`src/verilog/noun_pkg.sv`:
```
package noun_pkg;

   // Memory geometry
   localparam int addr_w = 10;

   // Cell field widths
   localparam int noun_w = 27;
   localparam int tag_w  = 8;
   localparam int word_w = tag_w + 2 * noun_w;

   // Field positions inside a word, tag on top, tail at the bottom
   localparam int tel_lsb = 0;
   localparam int hed_lsb = noun_w;
   localparam int tag_lsb = 2 * noun_w;

   // One memory word holds one cell
   typedef logic [word_w-1:0] word_t;

   typedef logic [addr_w-1:0] addr_t;

   // Head or tail field; a pointer lives in the low addr_w bits
   typedef logic [noun_w-1:0] noun_t;

   typedef logic [tag_w-1:0] tag_t;

   // Tag bit positions
   localparam int tag_exec_bit     = 7;
   localparam int tag_hed_seen_bit = 3;
   localparam int tag_tel_seen_bit = 2;
   localparam int tag_hed_cell_bit = 1;
   localparam int tag_tel_cell_bit = 0;

   // End sentinel, the back pointer of the root
   localparam addr_t nil_addr = '1;

endpackage

```
`src/verilog/walk_pkg.sv`:
```
package walk_pkg;

   // Memory function codes on the strobe interface
   typedef enum logic [1:0] {
      mem_get = 2'd0,
      mem_set = 2'd1
   } mem_func_t;

   // Walker FSM states
   typedef enum logic [3:0] {
      st_idle       = 4'd0,
      st_read       = 4'd1,
      st_read_wait  = 4'd2,
      st_decide     = 4'd3,
      st_tel_step   = 4'd4,
      st_write      = 4'd5,
      st_write_wait = 4'd6,
      st_move       = 4'd7,
      st_done       = 4'd8
   } walk_state_t;

   // Operations the controller asks of the node datapath
   typedef enum logic [3:0] {
      op_none        = 4'd0,
      // Capture a word returned by memory
      op_load        = 4'd1,
      // Descend into a child, leaving the back pointer behind
      op_push_hed    = 4'd2,
      op_swap_to_tel = 4'd3,
      op_push_tel    = 4'd4,
      // Climb out of a child, restoring its pointer
      op_pop_hed     = 4'd5,
      op_pop_tel     = 4'd6,
      // Change the current address
      op_goto_back   = 4'd7,
      op_goto_next   = 4'd8
   } node_op_t;

endpackage

```
`src/verilog/node_datapath.sv`:
```
module node_datapath (
   input  logic               clk,
   input  logic               rst,
   input  logic               run,
   input  noun_pkg::addr_t    start_addr,
   input  walk_pkg::node_op_t node_op,
   input  noun_pkg::word_t    read_data,
   output noun_pkg::tag_t     cur_tag,
   output noun_pkg::addr_t    cur_addr,
   output noun_pkg::word_t    cur_word,
   output logic               at_nil
);

   // Captured cell
   noun_pkg::tag_t  tag;
   noun_pkg::noun_t hed;
   noun_pkg::noun_t tel;

   // Next address and back pointer
   noun_pkg::noun_t p;
   noun_pkg::noun_t b;

   always_ff @(posedge clk or negedge rst) begin
      if (!rst) begin
         p        <= '0;
         b        <= noun_pkg::noun_t'(noun_pkg::nil_addr);
         cur_addr <= noun_pkg::nil_addr;
      end else if (!run) begin
         // Idle, prime the walk at the root
         p        <= noun_pkg::noun_t'(start_addr);
         b        <= noun_pkg::noun_t'(noun_pkg::nil_addr);
         cur_addr <= start_addr;
      end else begin
         case (node_op)
            walk_pkg::op_push_hed: begin
               p <= hed;
               b <= p;
            end
            walk_pkg::op_push_tel: begin
               p <= tel;
               b <= p;
            end
            walk_pkg::op_swap_to_tel, walk_pkg::op_pop_hed: begin
               b <= hed;
               p <= b;
            end
            walk_pkg::op_pop_tel: begin
               b <= tel;
               p <= b;
            end
            walk_pkg::op_goto_next: cur_addr <= p[noun_pkg::addr_w-1:0];
            walk_pkg::op_goto_back: cur_addr <= b[noun_pkg::addr_w-1:0];
            default: ;
         endcase
      end
   end

   // Cell fields follow the same ops, old p and b on the right
   always_ff @(posedge clk) begin
      case (node_op)
         walk_pkg::op_load: begin
            tag <= read_data[noun_pkg::tag_lsb +: noun_pkg::tag_w];
            hed <= read_data[noun_pkg::hed_lsb +: noun_pkg::noun_w];
            tel <= read_data[noun_pkg::tel_lsb +: noun_pkg::noun_w];
         end
         walk_pkg::op_push_hed: begin
            tag[noun_pkg::tag_hed_seen_bit] <= 1'b1;
            hed <= b;
         end
         walk_pkg::op_push_tel: begin
            tag[noun_pkg::tag_tel_seen_bit] <= 1'b1;
            tel <= b;
         end
         walk_pkg::op_swap_to_tel: hed <= p;
         walk_pkg::op_pop_hed: begin
            tag[noun_pkg::tag_hed_seen_bit] <= 1'b0;
            tag[noun_pkg::tag_tel_seen_bit] <= 1'b0;
            hed <= p;
         end
         walk_pkg::op_pop_tel: begin
            tag[noun_pkg::tag_hed_seen_bit] <= 1'b0;
            tag[noun_pkg::tag_tel_seen_bit] <= 1'b0;
            tel <= p;
         end
         default: ;
      endcase
   end

   assign cur_tag  = tag;
   assign cur_word = {tag, hed, tel};
   assign at_nil   = (cur_addr == noun_pkg::nil_addr);

endmodule

```
`src/verilog/mem_port.sv`:
```
module mem_port (
   input  logic                clk,
   input  logic                rst,
   input  logic                req,
   input  walk_pkg::mem_func_t req_func,
   input  noun_pkg::addr_t     cur_addr,
   input  noun_pkg::word_t     cur_word,
   input  logic                mem_ready,
   output logic                mem_execute,
   output noun_pkg::addr_t     address,
   output walk_pkg::mem_func_t mem_func,
   output noun_pkg::word_t     write_data,
   output logic                done
);

   // One request in flight at most
   logic pending;

   always_ff @(posedge clk or negedge rst) begin
      if (!rst) begin
         mem_execute <= 1'b0;
         pending     <= 1'b0;
      end else begin
         // Strobe lasts a single cycle
         mem_execute <= req;
         if (req) begin
            pending <= 1'b1;
         end else if (mem_ready) begin
            pending <= 1'b0;
         end
      end
   end

   // Request fields latched with the strobe
   always_ff @(posedge clk) begin
      if (req) begin
         address    <= cur_addr;
         mem_func   <= req_func;
         write_data <= cur_word;
      end
   end

   // Stray ready pulses with nothing outstanding are dropped
   assign done = pending & mem_ready;

endmodule

```
`src/verilog/walk_control.sv`:
```
module walk_control (
   input  logic                clk,
   input  logic                rst,
   input  logic                run,
   input  logic                done,
   input  noun_pkg::tag_t      cur_tag,
   input  logic                at_nil,
   output logic                req,
   output walk_pkg::mem_func_t req_func,
   output walk_pkg::node_op_t  node_op,
   output logic                finished
);

   walk_pkg::walk_state_t state;
   walk_pkg::walk_state_t state_nxt;

   // Direction of the next move, set by the decide step
   logic dir_back;
   logic dir_back_nxt;

   logic hed_cell;
   logic tel_cell;
   logic hed_seen;
   logic tel_seen;

   assign hed_cell = cur_tag[noun_pkg::tag_hed_cell_bit];
   assign tel_cell = cur_tag[noun_pkg::tag_tel_cell_bit];
   assign hed_seen = cur_tag[noun_pkg::tag_hed_seen_bit];
   assign tel_seen = cur_tag[noun_pkg::tag_tel_seen_bit];

   always_ff @(posedge clk or negedge rst) begin
      if (!rst) begin
         state    <= walk_pkg::st_idle;
         dir_back <= 1'b0;
      end else begin
         state    <= state_nxt;
         dir_back <= dir_back_nxt;
      end
   end

   always_comb begin
      state_nxt    = state;
      dir_back_nxt = dir_back;
      req          = 1'b0;
      req_func     = walk_pkg::mem_get;
      node_op      = walk_pkg::op_none;

      // Wait states finish their access before dropping back to idle
      if (!run && state != walk_pkg::st_read_wait && state != walk_pkg::st_write_wait) begin
         state_nxt = walk_pkg::st_idle;
      end else begin
         case (state)
            walk_pkg::st_idle: begin
               state_nxt = walk_pkg::st_read;
            end

            walk_pkg::st_read: begin
               // Back past the root
               if (at_nil) begin
                  state_nxt = walk_pkg::st_done;
               end else begin
                  req       = 1'b1;
                  req_func  = walk_pkg::mem_get;
                  state_nxt = walk_pkg::st_read_wait;
               end
            end

            walk_pkg::st_read_wait: begin
               if (done) begin
                  node_op   = walk_pkg::op_load;
                  state_nxt = run ? walk_pkg::st_decide : walk_pkg::st_idle;
               end
            end

            walk_pkg::st_decide: begin
               state_nxt = walk_pkg::st_write;
               case ({hed_cell, tel_cell})
                  2'b11: begin
                     if (!hed_seen) begin
                        node_op      = walk_pkg::op_push_hed;
                        dir_back_nxt = 1'b0;
                     end else if (!tel_seen) begin
                        // Restore the head now, push the tail next cycle
                        node_op   = walk_pkg::op_swap_to_tel;
                        state_nxt = walk_pkg::st_tel_step;
                     end else begin
                        node_op      = walk_pkg::op_pop_tel;
                        dir_back_nxt = 1'b1;
                     end
                  end
                  2'b10: begin
                     node_op      = hed_seen ? walk_pkg::op_pop_hed : walk_pkg::op_push_hed;
                     dir_back_nxt = hed_seen;
                  end
                  2'b01: begin
                     node_op      = tel_seen ? walk_pkg::op_pop_tel : walk_pkg::op_push_tel;
                     dir_back_nxt = tel_seen;
                  end
                  default: begin
                     // Leaf cell, nothing to rewrite
                     dir_back_nxt = 1'b1;
                     state_nxt    = walk_pkg::st_move;
                  end
               endcase
            end

            walk_pkg::st_tel_step: begin
               node_op      = walk_pkg::op_push_tel;
               dir_back_nxt = 1'b0;
               state_nxt    = walk_pkg::st_write;
            end

            walk_pkg::st_write: begin
               req       = 1'b1;
               req_func  = walk_pkg::mem_set;
               state_nxt = walk_pkg::st_write_wait;
            end

            walk_pkg::st_write_wait: begin
               if (done) begin
                  state_nxt = run ? walk_pkg::st_move : walk_pkg::st_idle;
               end
            end

            walk_pkg::st_move: begin
               node_op   = dir_back ? walk_pkg::op_goto_back : walk_pkg::op_goto_next;
               state_nxt = walk_pkg::st_read;
            end

            walk_pkg::st_done: begin
               state_nxt = walk_pkg::st_done;
            end

            default: begin
               state_nxt = walk_pkg::st_idle;
            end
         endcase
      end
   end

   // Held until run falls
   assign finished = (state == walk_pkg::st_done);

endmodule

```
`src/verilog/tree_walker.sv`:
```
module tree_walker (
   input  logic                clk,
   input  logic                rst,
   input  logic                run,
   input  noun_pkg::addr_t     start_addr,
   input  logic                mem_ready,
   input  noun_pkg::word_t     read_data,
   output logic                mem_execute,
   output noun_pkg::addr_t     address,
   output walk_pkg::mem_func_t mem_func,
   output noun_pkg::word_t     write_data,
   output logic                finished
);

   // Controller to memory port
   logic                req;
   walk_pkg::mem_func_t req_func;
   logic                done;

   // Controller to datapath and back
   walk_pkg::node_op_t  node_op;
   noun_pkg::tag_t      cur_tag;
   logic                at_nil;

   // Datapath to memory port
   noun_pkg::addr_t     cur_addr;
   noun_pkg::word_t     cur_word;

   walk_control u_control (
      .clk      (clk),
      .rst      (rst),
      .run      (run),
      .done     (done),
      .cur_tag  (cur_tag),
      .at_nil   (at_nil),
      .req      (req),
      .req_func (req_func),
      .node_op  (node_op),
      .finished (finished)
   );

   // Read data is only captured on op_load, which the controller issues with done
   node_datapath u_datapath (
      .clk        (clk),
      .rst        (rst),
      .run        (run),
      .start_addr (start_addr),
      .node_op    (node_op),
      .read_data  (read_data),
      .cur_tag    (cur_tag),
      .cur_addr   (cur_addr),
      .cur_word   (cur_word),
      .at_nil     (at_nil)
   );

   mem_port u_mem_port (
      .clk         (clk),
      .rst         (rst),
      .req         (req),
      .req_func    (req_func),
      .cur_addr    (cur_addr),
      .cur_word    (cur_word),
      .mem_ready   (mem_ready),
      .mem_execute (mem_execute),
      .address     (address),
      .mem_func    (mem_func),
      .write_data  (write_data),
      .done        (done)
   );

endmodule

```
`config.mk`:
```
export PLATFORM = sky130hd
export DESIGN_NAME = tree_walker
export DESIGN_NICKNAME = d
export VERILOG_FILES = /design/src/verilog/noun_pkg.sv /design/src/verilog/walk_pkg.sv /design/src/verilog/node_datapath.sv /design/src/verilog/mem_port.sv /design/src/verilog/walk_control.sv /design/src/verilog/tree_walker.sv
export SDC_FILE = /design/constraint.sdc
export NUM_CORES = 1
export LEC_CHECK = 0
export ABC_AREA = 1
export BUFFER_PORTS_ARGS = -buffer_cell sky130_fd_sc_hd__buf_4
export CAP_MARGIN = 30
export CELL_PAD_IN_SITES_DETAIL_PLACEMENT = 0
export CELL_PAD_IN_SITES_GLOBAL_PLACEMENT = 1
export CORE_ASPECT_RATIO = 0.6
export CORE_MARGIN = 2
export CORE_UTILIZATION = 25
export DETAILED_ROUTE_END_ITERATION = 8
export GPL_ROUTABILITY_DRIVEN = 0
export PLACE_DENSITY = 0.6
export SLEW_MARGIN = 20
export SYNTH_ARGS = -nofsm -noshare
export SYNTH_HDL_FRONTEND = slang
export SYNTH_HIERARCHICAL = 1
export SYNTH_SLANG_ARGS = --single-unit
```
`constraint.sdc`:
```
create_clock -name clk -period 13 [get_ports clk]
set_input_delay 3.9 -clock clk [delete_from_list [all_inputs] [get_ports clk]]
set_output_delay 3.9 -clock clk [all_outputs]
set_load 0.01 [all_outputs]
```
* Yosys cells after proc, flatten, opt, wreduce, memory -nomap -nowiden
Cells that the tools add are included.
** Storage, ports and cells
- Register bits :: 207
- Output and inout port bits :: 76
** Operators by class
- Reduce and logical (&&, ||, !) cells :: 18
- Bitwise logic cells :: 2
- Multiplexer cells :: 39
- Equality and inequality tests :: 28
** Operator list (count)
- $pmux W27 S3 :: 4
- $mux W27 :: 2
- $eq A4 B3 Y1 const B :: 8
- $mux W4 :: 8
- $pmux W4 S8 :: 1
- $pmux W10 S2 :: 1
- $eq A4 B2 Y1 const B :: 4
- $pmux W4 S4 :: 1
- $pmux W4 S3 :: 1
- $reduce_bool A3 Y1 :: 4
- $eq A10 B10 Y1 const B :: 1
- $mux W10 :: 1
- $reduce_or A2 Y1 :: 5
- $mux W1 :: 9
- $mux W3 :: 3
- $pmux W1 S3 :: 3
- $eq A4 B1 Y1 const B :: 2
- $eq A4 B4 Y1 const B :: 2
- $ne A4 B2 Y1 const B :: 2
- $ne A4 B3 Y1 const B :: 2
- $pmux W4 S2 :: 1
- $ne A3 B2 Y1 const B :: 2
- $eq A2 B2 Y1 const B :: 2
- $logic_not A4 Y1 :: 1
- 13 further kinds :: 17

* Longest topological paths before layout
- Depth in word-level cells :: 9
- Gate-level depth with buffers :: 17

* Modules after synthesis
Netlist, hierarchy kept.
** Modules (own cells, without submodules)
- node_datapath :: instances 1, area an instance 6864.1 um^2, cells an instance 864
- mem_port :: instances 1, area an instance 2294.7 um^2, cells an instance 82
- walk_control :: instances 1, area an instance 628.1 um^2, cells an instance 102

* Worst setup path before layout
Ideal clock, no wire load.
- Path kind :: input -> register
- From :: in run
- To :: reg u_mem_port.address[0] (enable)
- Path slack :: 4.704 ns
- Arrival :: 7.763 ns
- Cell stages on the path :: 4
- Buffers on the path :: 0
- Path through :: inv_1 nand2_4 inv_2 a21oi_1
** On the way
- Cells in the longest elaborated chain, start to end :: 4
** RTL lines
- from (decl) :: RTL line tree_walker.sv:4 : input logic run,
- $logic_not A1 Y1
- $logic_and A1 B1 Y1 (2 in a row) :: RTL line walk_control.sv:49 : if (!run && state != walk_pkg::st_read_wait && state != walk_pkg::st_write_wait) begin
- $mux W1 :: RTL line walk_control.sv:49
- via req :: RTL line tree_walker.sv:16 : logic req;
- to (signal assigned) :: RTL line mem_port.sv:37 : address <= cur_addr;
- to (decl) :: RTL line mem_port.sv:10 : output noun_pkg::addr_t address,
The timed path passes the listed nets, and every way through them passes these cells.
A chain may end at the register's enable or synchronous reset.

* Worst setup path after layout
- From :: in run
- To :: reg u_datapath.p[8]
** On the way
- Cells in the longest elaborated chain, start to end :: 8
- Elaborated cells on any way between the ends :: 13
** RTL lines
- $logic_not A1 Y1 (*)
- $logic_and A1 B1 Y1 (*) (2 in a row) :: RTL line walk_control.sv:49
- $mux W4 (*) :: RTL line walk_control.sv:49
- via node_op[3] :: RTL line tree_walker.sv:21 : walk_pkg::node_op_t node_op;
- $eq A4 B2 Y1 or $eq A4 B3 Y1 (tied branches) :: RTL line node_datapath.sv:34 : case (node_op)
- $reduce_or A3 Y1 (no source line)
- $pmux W27 S3 :: RTL line node_datapath.sv:34
- $mux W27 :: RTL line node_datapath.sv:28 : end else if (!run) begin
- to (signal assigned) :: RTL line node_datapath.sv:30 : p <= noun_pkg::noun_t'(start_addr);
- to (signal assigned) :: RTL line node_datapath.sv:40 : p <= tel;
- to (decl) :: RTL line node_datapath.sv:20 : noun_pkg::noun_t p;
The timed path passes the listed nets; every way through them passes the cells marked *.

==> impl_metrics.env <==
export IMPL_critPathMostFrequentCell="nand2_1"
export IMPL_cts_inserted_buffers=24
export IMPL_drt_total_wl_um=31100
export IMPL_hold_depth=0
export IMPL_routedWlPerCell_um=18.0
export IMPL_fin_crit_sh_pct=51.2
export IMPL_async_flop_share_pct=34.3
export IMPL_worstRegToRegCells=14
export IMPL_reg2reg_to="u_datapath/p[8]"
export IMPL_drv_cap=0
export IMPL_yosysWarnings=6
export IMPL_rows=56
export IMPL_worst_endpoint_required_ns=13.47
export IMPL_synth_largest_area_cell="edfxtp_1"
export IMPL_cts_tree="done"
export IMPL_die_area_um2=40800
export IMPL_ioPinCount=152
export IMPL_cts_resized=0
export IMPL_synth_mux_area_share_pct=0
export IMPL_ff_latch_area_um2=5890
export IMPL_crit_type="in -> reg"
export IMPL_reg2reg_slack_ns=9.45
export IMPL_clockBufferDepth=3
export IMPL_critPathLaunchType="input pin"
export IMPL_cts_setup_buffers=0
export IMPL_p_per_area_nw_per_um2=180
export IMPL_hp_start="u_datapath/cur_tag[6]"
export IMPL_hpwl_um=19400
export IMPL_worst_pin_slew_ns=0.780
export IMPL_cpMaxStageDelayCell="nor2_8"
export IMPL_fin_skew_ns=0.0203
export IMPL_critPathTopFamily="simple AND/OR/NAND/NOR gates"
export IMPL_synth_net_count=1129
export IMPL_drc_errors=0
export IMPL_clk_pin_slew_ns=0.06
export IMPL_clock_fmax_mhz=150
export IMPL_synthTopCellsByArea="edfxtp_1 42%, nand2_1 14%, dfrtp_1 13%"
export IMPL_drtPass1Iterations=5
export IMPL_rsz0062_at_grt="no"
export IMPL_num_nets_final=1264
export IMPL_timing_critical_path_buf_inv=3
export IMPL_grt_use_total_pct=15.1
export IMPL_min_period_ns=6.65
export IMPL_fill_cells=4097
export IMPL_hold_class="reg -> reg"
export IMPL_n_antenna_cell=0
export IMPL_die_h_um=157
export IMPL_grt_start_max_net_pins=57
export IMPL_min_delay_worst_endpoint="u_mem_port/write_data[60]"
export IMPL_yosysSeqAreaShare_pct=60.1
export IMPL_overflow=0
export IMPL_synth_top_family_by_area="simple AND/OR/NAND/NOR gates"
export IMPL_endpoint_kind="register"
export IMPL_ant_nets=0
export IMPL_avgSynthCellArea_um2=9.34
export IMPL_synthCells=1048
export IMPL_fp_dieW_um=259
export IMPL_grt_pass1_vias=7624
export IMPL_drive_gt1_share_pct=21.1
export IMPL_start_util_pct=25.2
export IMPL_drtIter0Drc=672
export IMPL_viasPerCell=4.49
export IMPL_synth_fa_ha_area_share_pct=0.639
export IMPL_tns_ns=0
export IMPL_synth_distinct_cells=34
export IMPL_synthToLayoutAreaGrowth_pct=24.3
export IMPL_layout_common_cells="364 x nand2_1, 160 x buf_4, 136 x edfxtp_1, 99 x inv_1, 75 x nor2_1"
export IMPL_clock_root_buffer="clkbuf_16"
export IMPL_coreArea_um2=38800
export IMPL_grt_antenna_before_repair=1
export IMPL_synth_compound_area_share_pct=10.5
export IMPL_arrival_ns=7.12
export IMPL_hold_viol_final=0
export IMPL_multi_input_area_um2=3200
export IMPL_drv_slew=0
export IMPL_synth_seq_cells=207
export IMPL_cts_sinks=207
export IMPL_port_buffers=151
export IMPL_cts_hold_buf=0
export IMPL_grt_pass1_wl_um=46600
export IMPL_critPathMaxStageDelay_ns=0.75
export IMPL_h_tree_depth=1
export IMPL_power_mw=2.19
export IMPL_synthSimpleGateAreaFrac_pct=21.3
export IMPL_crit_chain="buf_4 > inv_1 > nand2_4 > inv_2 > nor3_1 > nor2_2 > nand2_2 > nand3_4 > nor2_8 > nand2_1 > nand2_1 > nand2_1 > nand2_1"
export IMPL_setup_violations=0
export IMPL_crit_fanout=46
export IMPL_reg2reg_from="u_control/state[1]"
export IMPL_synthXorXnorAreaFrac_pct=0
export IMPL_synth_edf_count=136
export IMPL_final_common_cell="nand2_1"
export IMPL_clk_latency_ns=0.54
export IMPL_ys_flop_type="edfxtp_1"
export IMPL_run_status="finished, final reports clean"
export IMPL_vias=7731
export IMPL_syn_area_um2=9790
export IMPL_ir_drop_v=0.0000813
export IMPL_relSlewSlack_pct=47.9
export IMPL_cellLeakagePower_nw=5.39
export IMPL_synth_top_area_share_pct=41.7
## state kept, by name (all words and copies together) (netlist names)
name and flops:
u_datapath/b 27, u_mem_port/pending 1, u_datapath/cur_addr 10, u_datapath/hed 27
u_datapath/tel 27, u_mem_port/address 10, u_mem_port/mem_execute 1, u_control/state 4
u_datapath/cur_tag 8, u_mem_port/mem_func 2, u_datapath/p 27, u_mem_port/write_data 62
u_control/dir_back 1
## kinds of logic (layout without fill, tap and decap cells)
| family | after synthesis | after routing |
|---|---|---|
| AOI/OAI and AO/OA | 163 | 163 |
| adders and majority gates | 5 | 5 |
| buffers and inverters | 164 | 317 |
| DFF | 207 | 207 |
| other | 1 | 1 |
| and+or+nand+nor | 508 | 508 |
## where the power goes
part           switching (mW)  total [mW]  internal [mW]  leakage, nW
clock network           0.285       0.651          0.366        0.356
logic                   0.338       0.522          0.184         2.93
registers               0.106        1.02          0.909         2.11
total                   0.729        2.19           1.46         5.39
## layout make-up
| cell class | instances | area share [%] |
|---|---|---|
| multi-input combinational | 677 | 26.3 |
| timing repair buffer | 163 | 10.5 |
| tap | 522 | 5.37 |
| sequential | 207 | 48.4 |
| inverter | 110 | 3.39 |
| clock inverter | 14 | 0.895 |
| clock buffer | 30 | 5.20 |
## layer usage
| layer | wire length (µm) | GRT usage, % | vias up |
|---|---|---|---|
| li1 | - | - | 3741 |
| met1 | 15300 | 21.6 | 3763 |
| met2 | 13600 | 23.4 | 184 |
| met3 | 1520 | 2.91 | 41 |
| met4 | 626 | 3.69 | 2 |
| met5 | 12 | 0 | - |
## how the worst max path moves through the flow
stage                     start                    end  slack [ns]  cells after the start
final                       run        u_datapath/p[8]        6.35                     13
after global routing        run       u_datapath/p[14]        5.99                     13
after CTS                   run     u_datapath/hed[14]        6.16                     10
after detailed placement    run      u_datapath/hed[2]        5.60                     10
after global placement      run     u_datapath/hed[25]        5.75                     10
after floorplan             run  u_mem_port/address[0]        4.70                      4
## cell usage after synthesis, types with 6 or more instances
cell and count:
nand2_1 366, a21oi_1 45, inv_1 99, buf_2 20, o211ai_1 25, nor2_1 75, nor2_2 6, edfxtp_1 136
o221ai_1 24, dfrtp_1 51, buf_4 17, dfstp_2 20, a21boi_1 6, nand3_1 38, a31oi_1 11, clkbuf_1 9
inv_2 10, nand2_2 6, o21ai_0 39
## through the flow
step                area (µm²)  setup slack, ns  cells  hold slack [ns]  util [%]
global placement         11300             5.75   1676            0.401      29.2
floorplan                 9790             4.70   1048            0.426         -
detailed placement       11400             5.60   1677            0.406      29.3
CTS                      12100             6.16   1721            0.419      31.2
finish                   12200             6.35   1723            0.419      31.3
global route             12200             5.99   1723            0.425      31.3
## worst register-to-register path, cell delays in order, from the launching register on
cell     delay, ns
dfrtp_1       0.44
inv_2         0.08
nor2_4        0.17
nand2_4       0.07
nand2_4       0.10
inv_2         0.08
nor3_1        0.56
nor2_2        0.15
nand2_2       0.15
nand3_4       0.59
nor2_8        0.76
nand2_1       0.13
nand2_1       0.10
nand2_1       0.05
nand2_1       0.07
No activity file was read; power rests on OpenSTA's default activity.
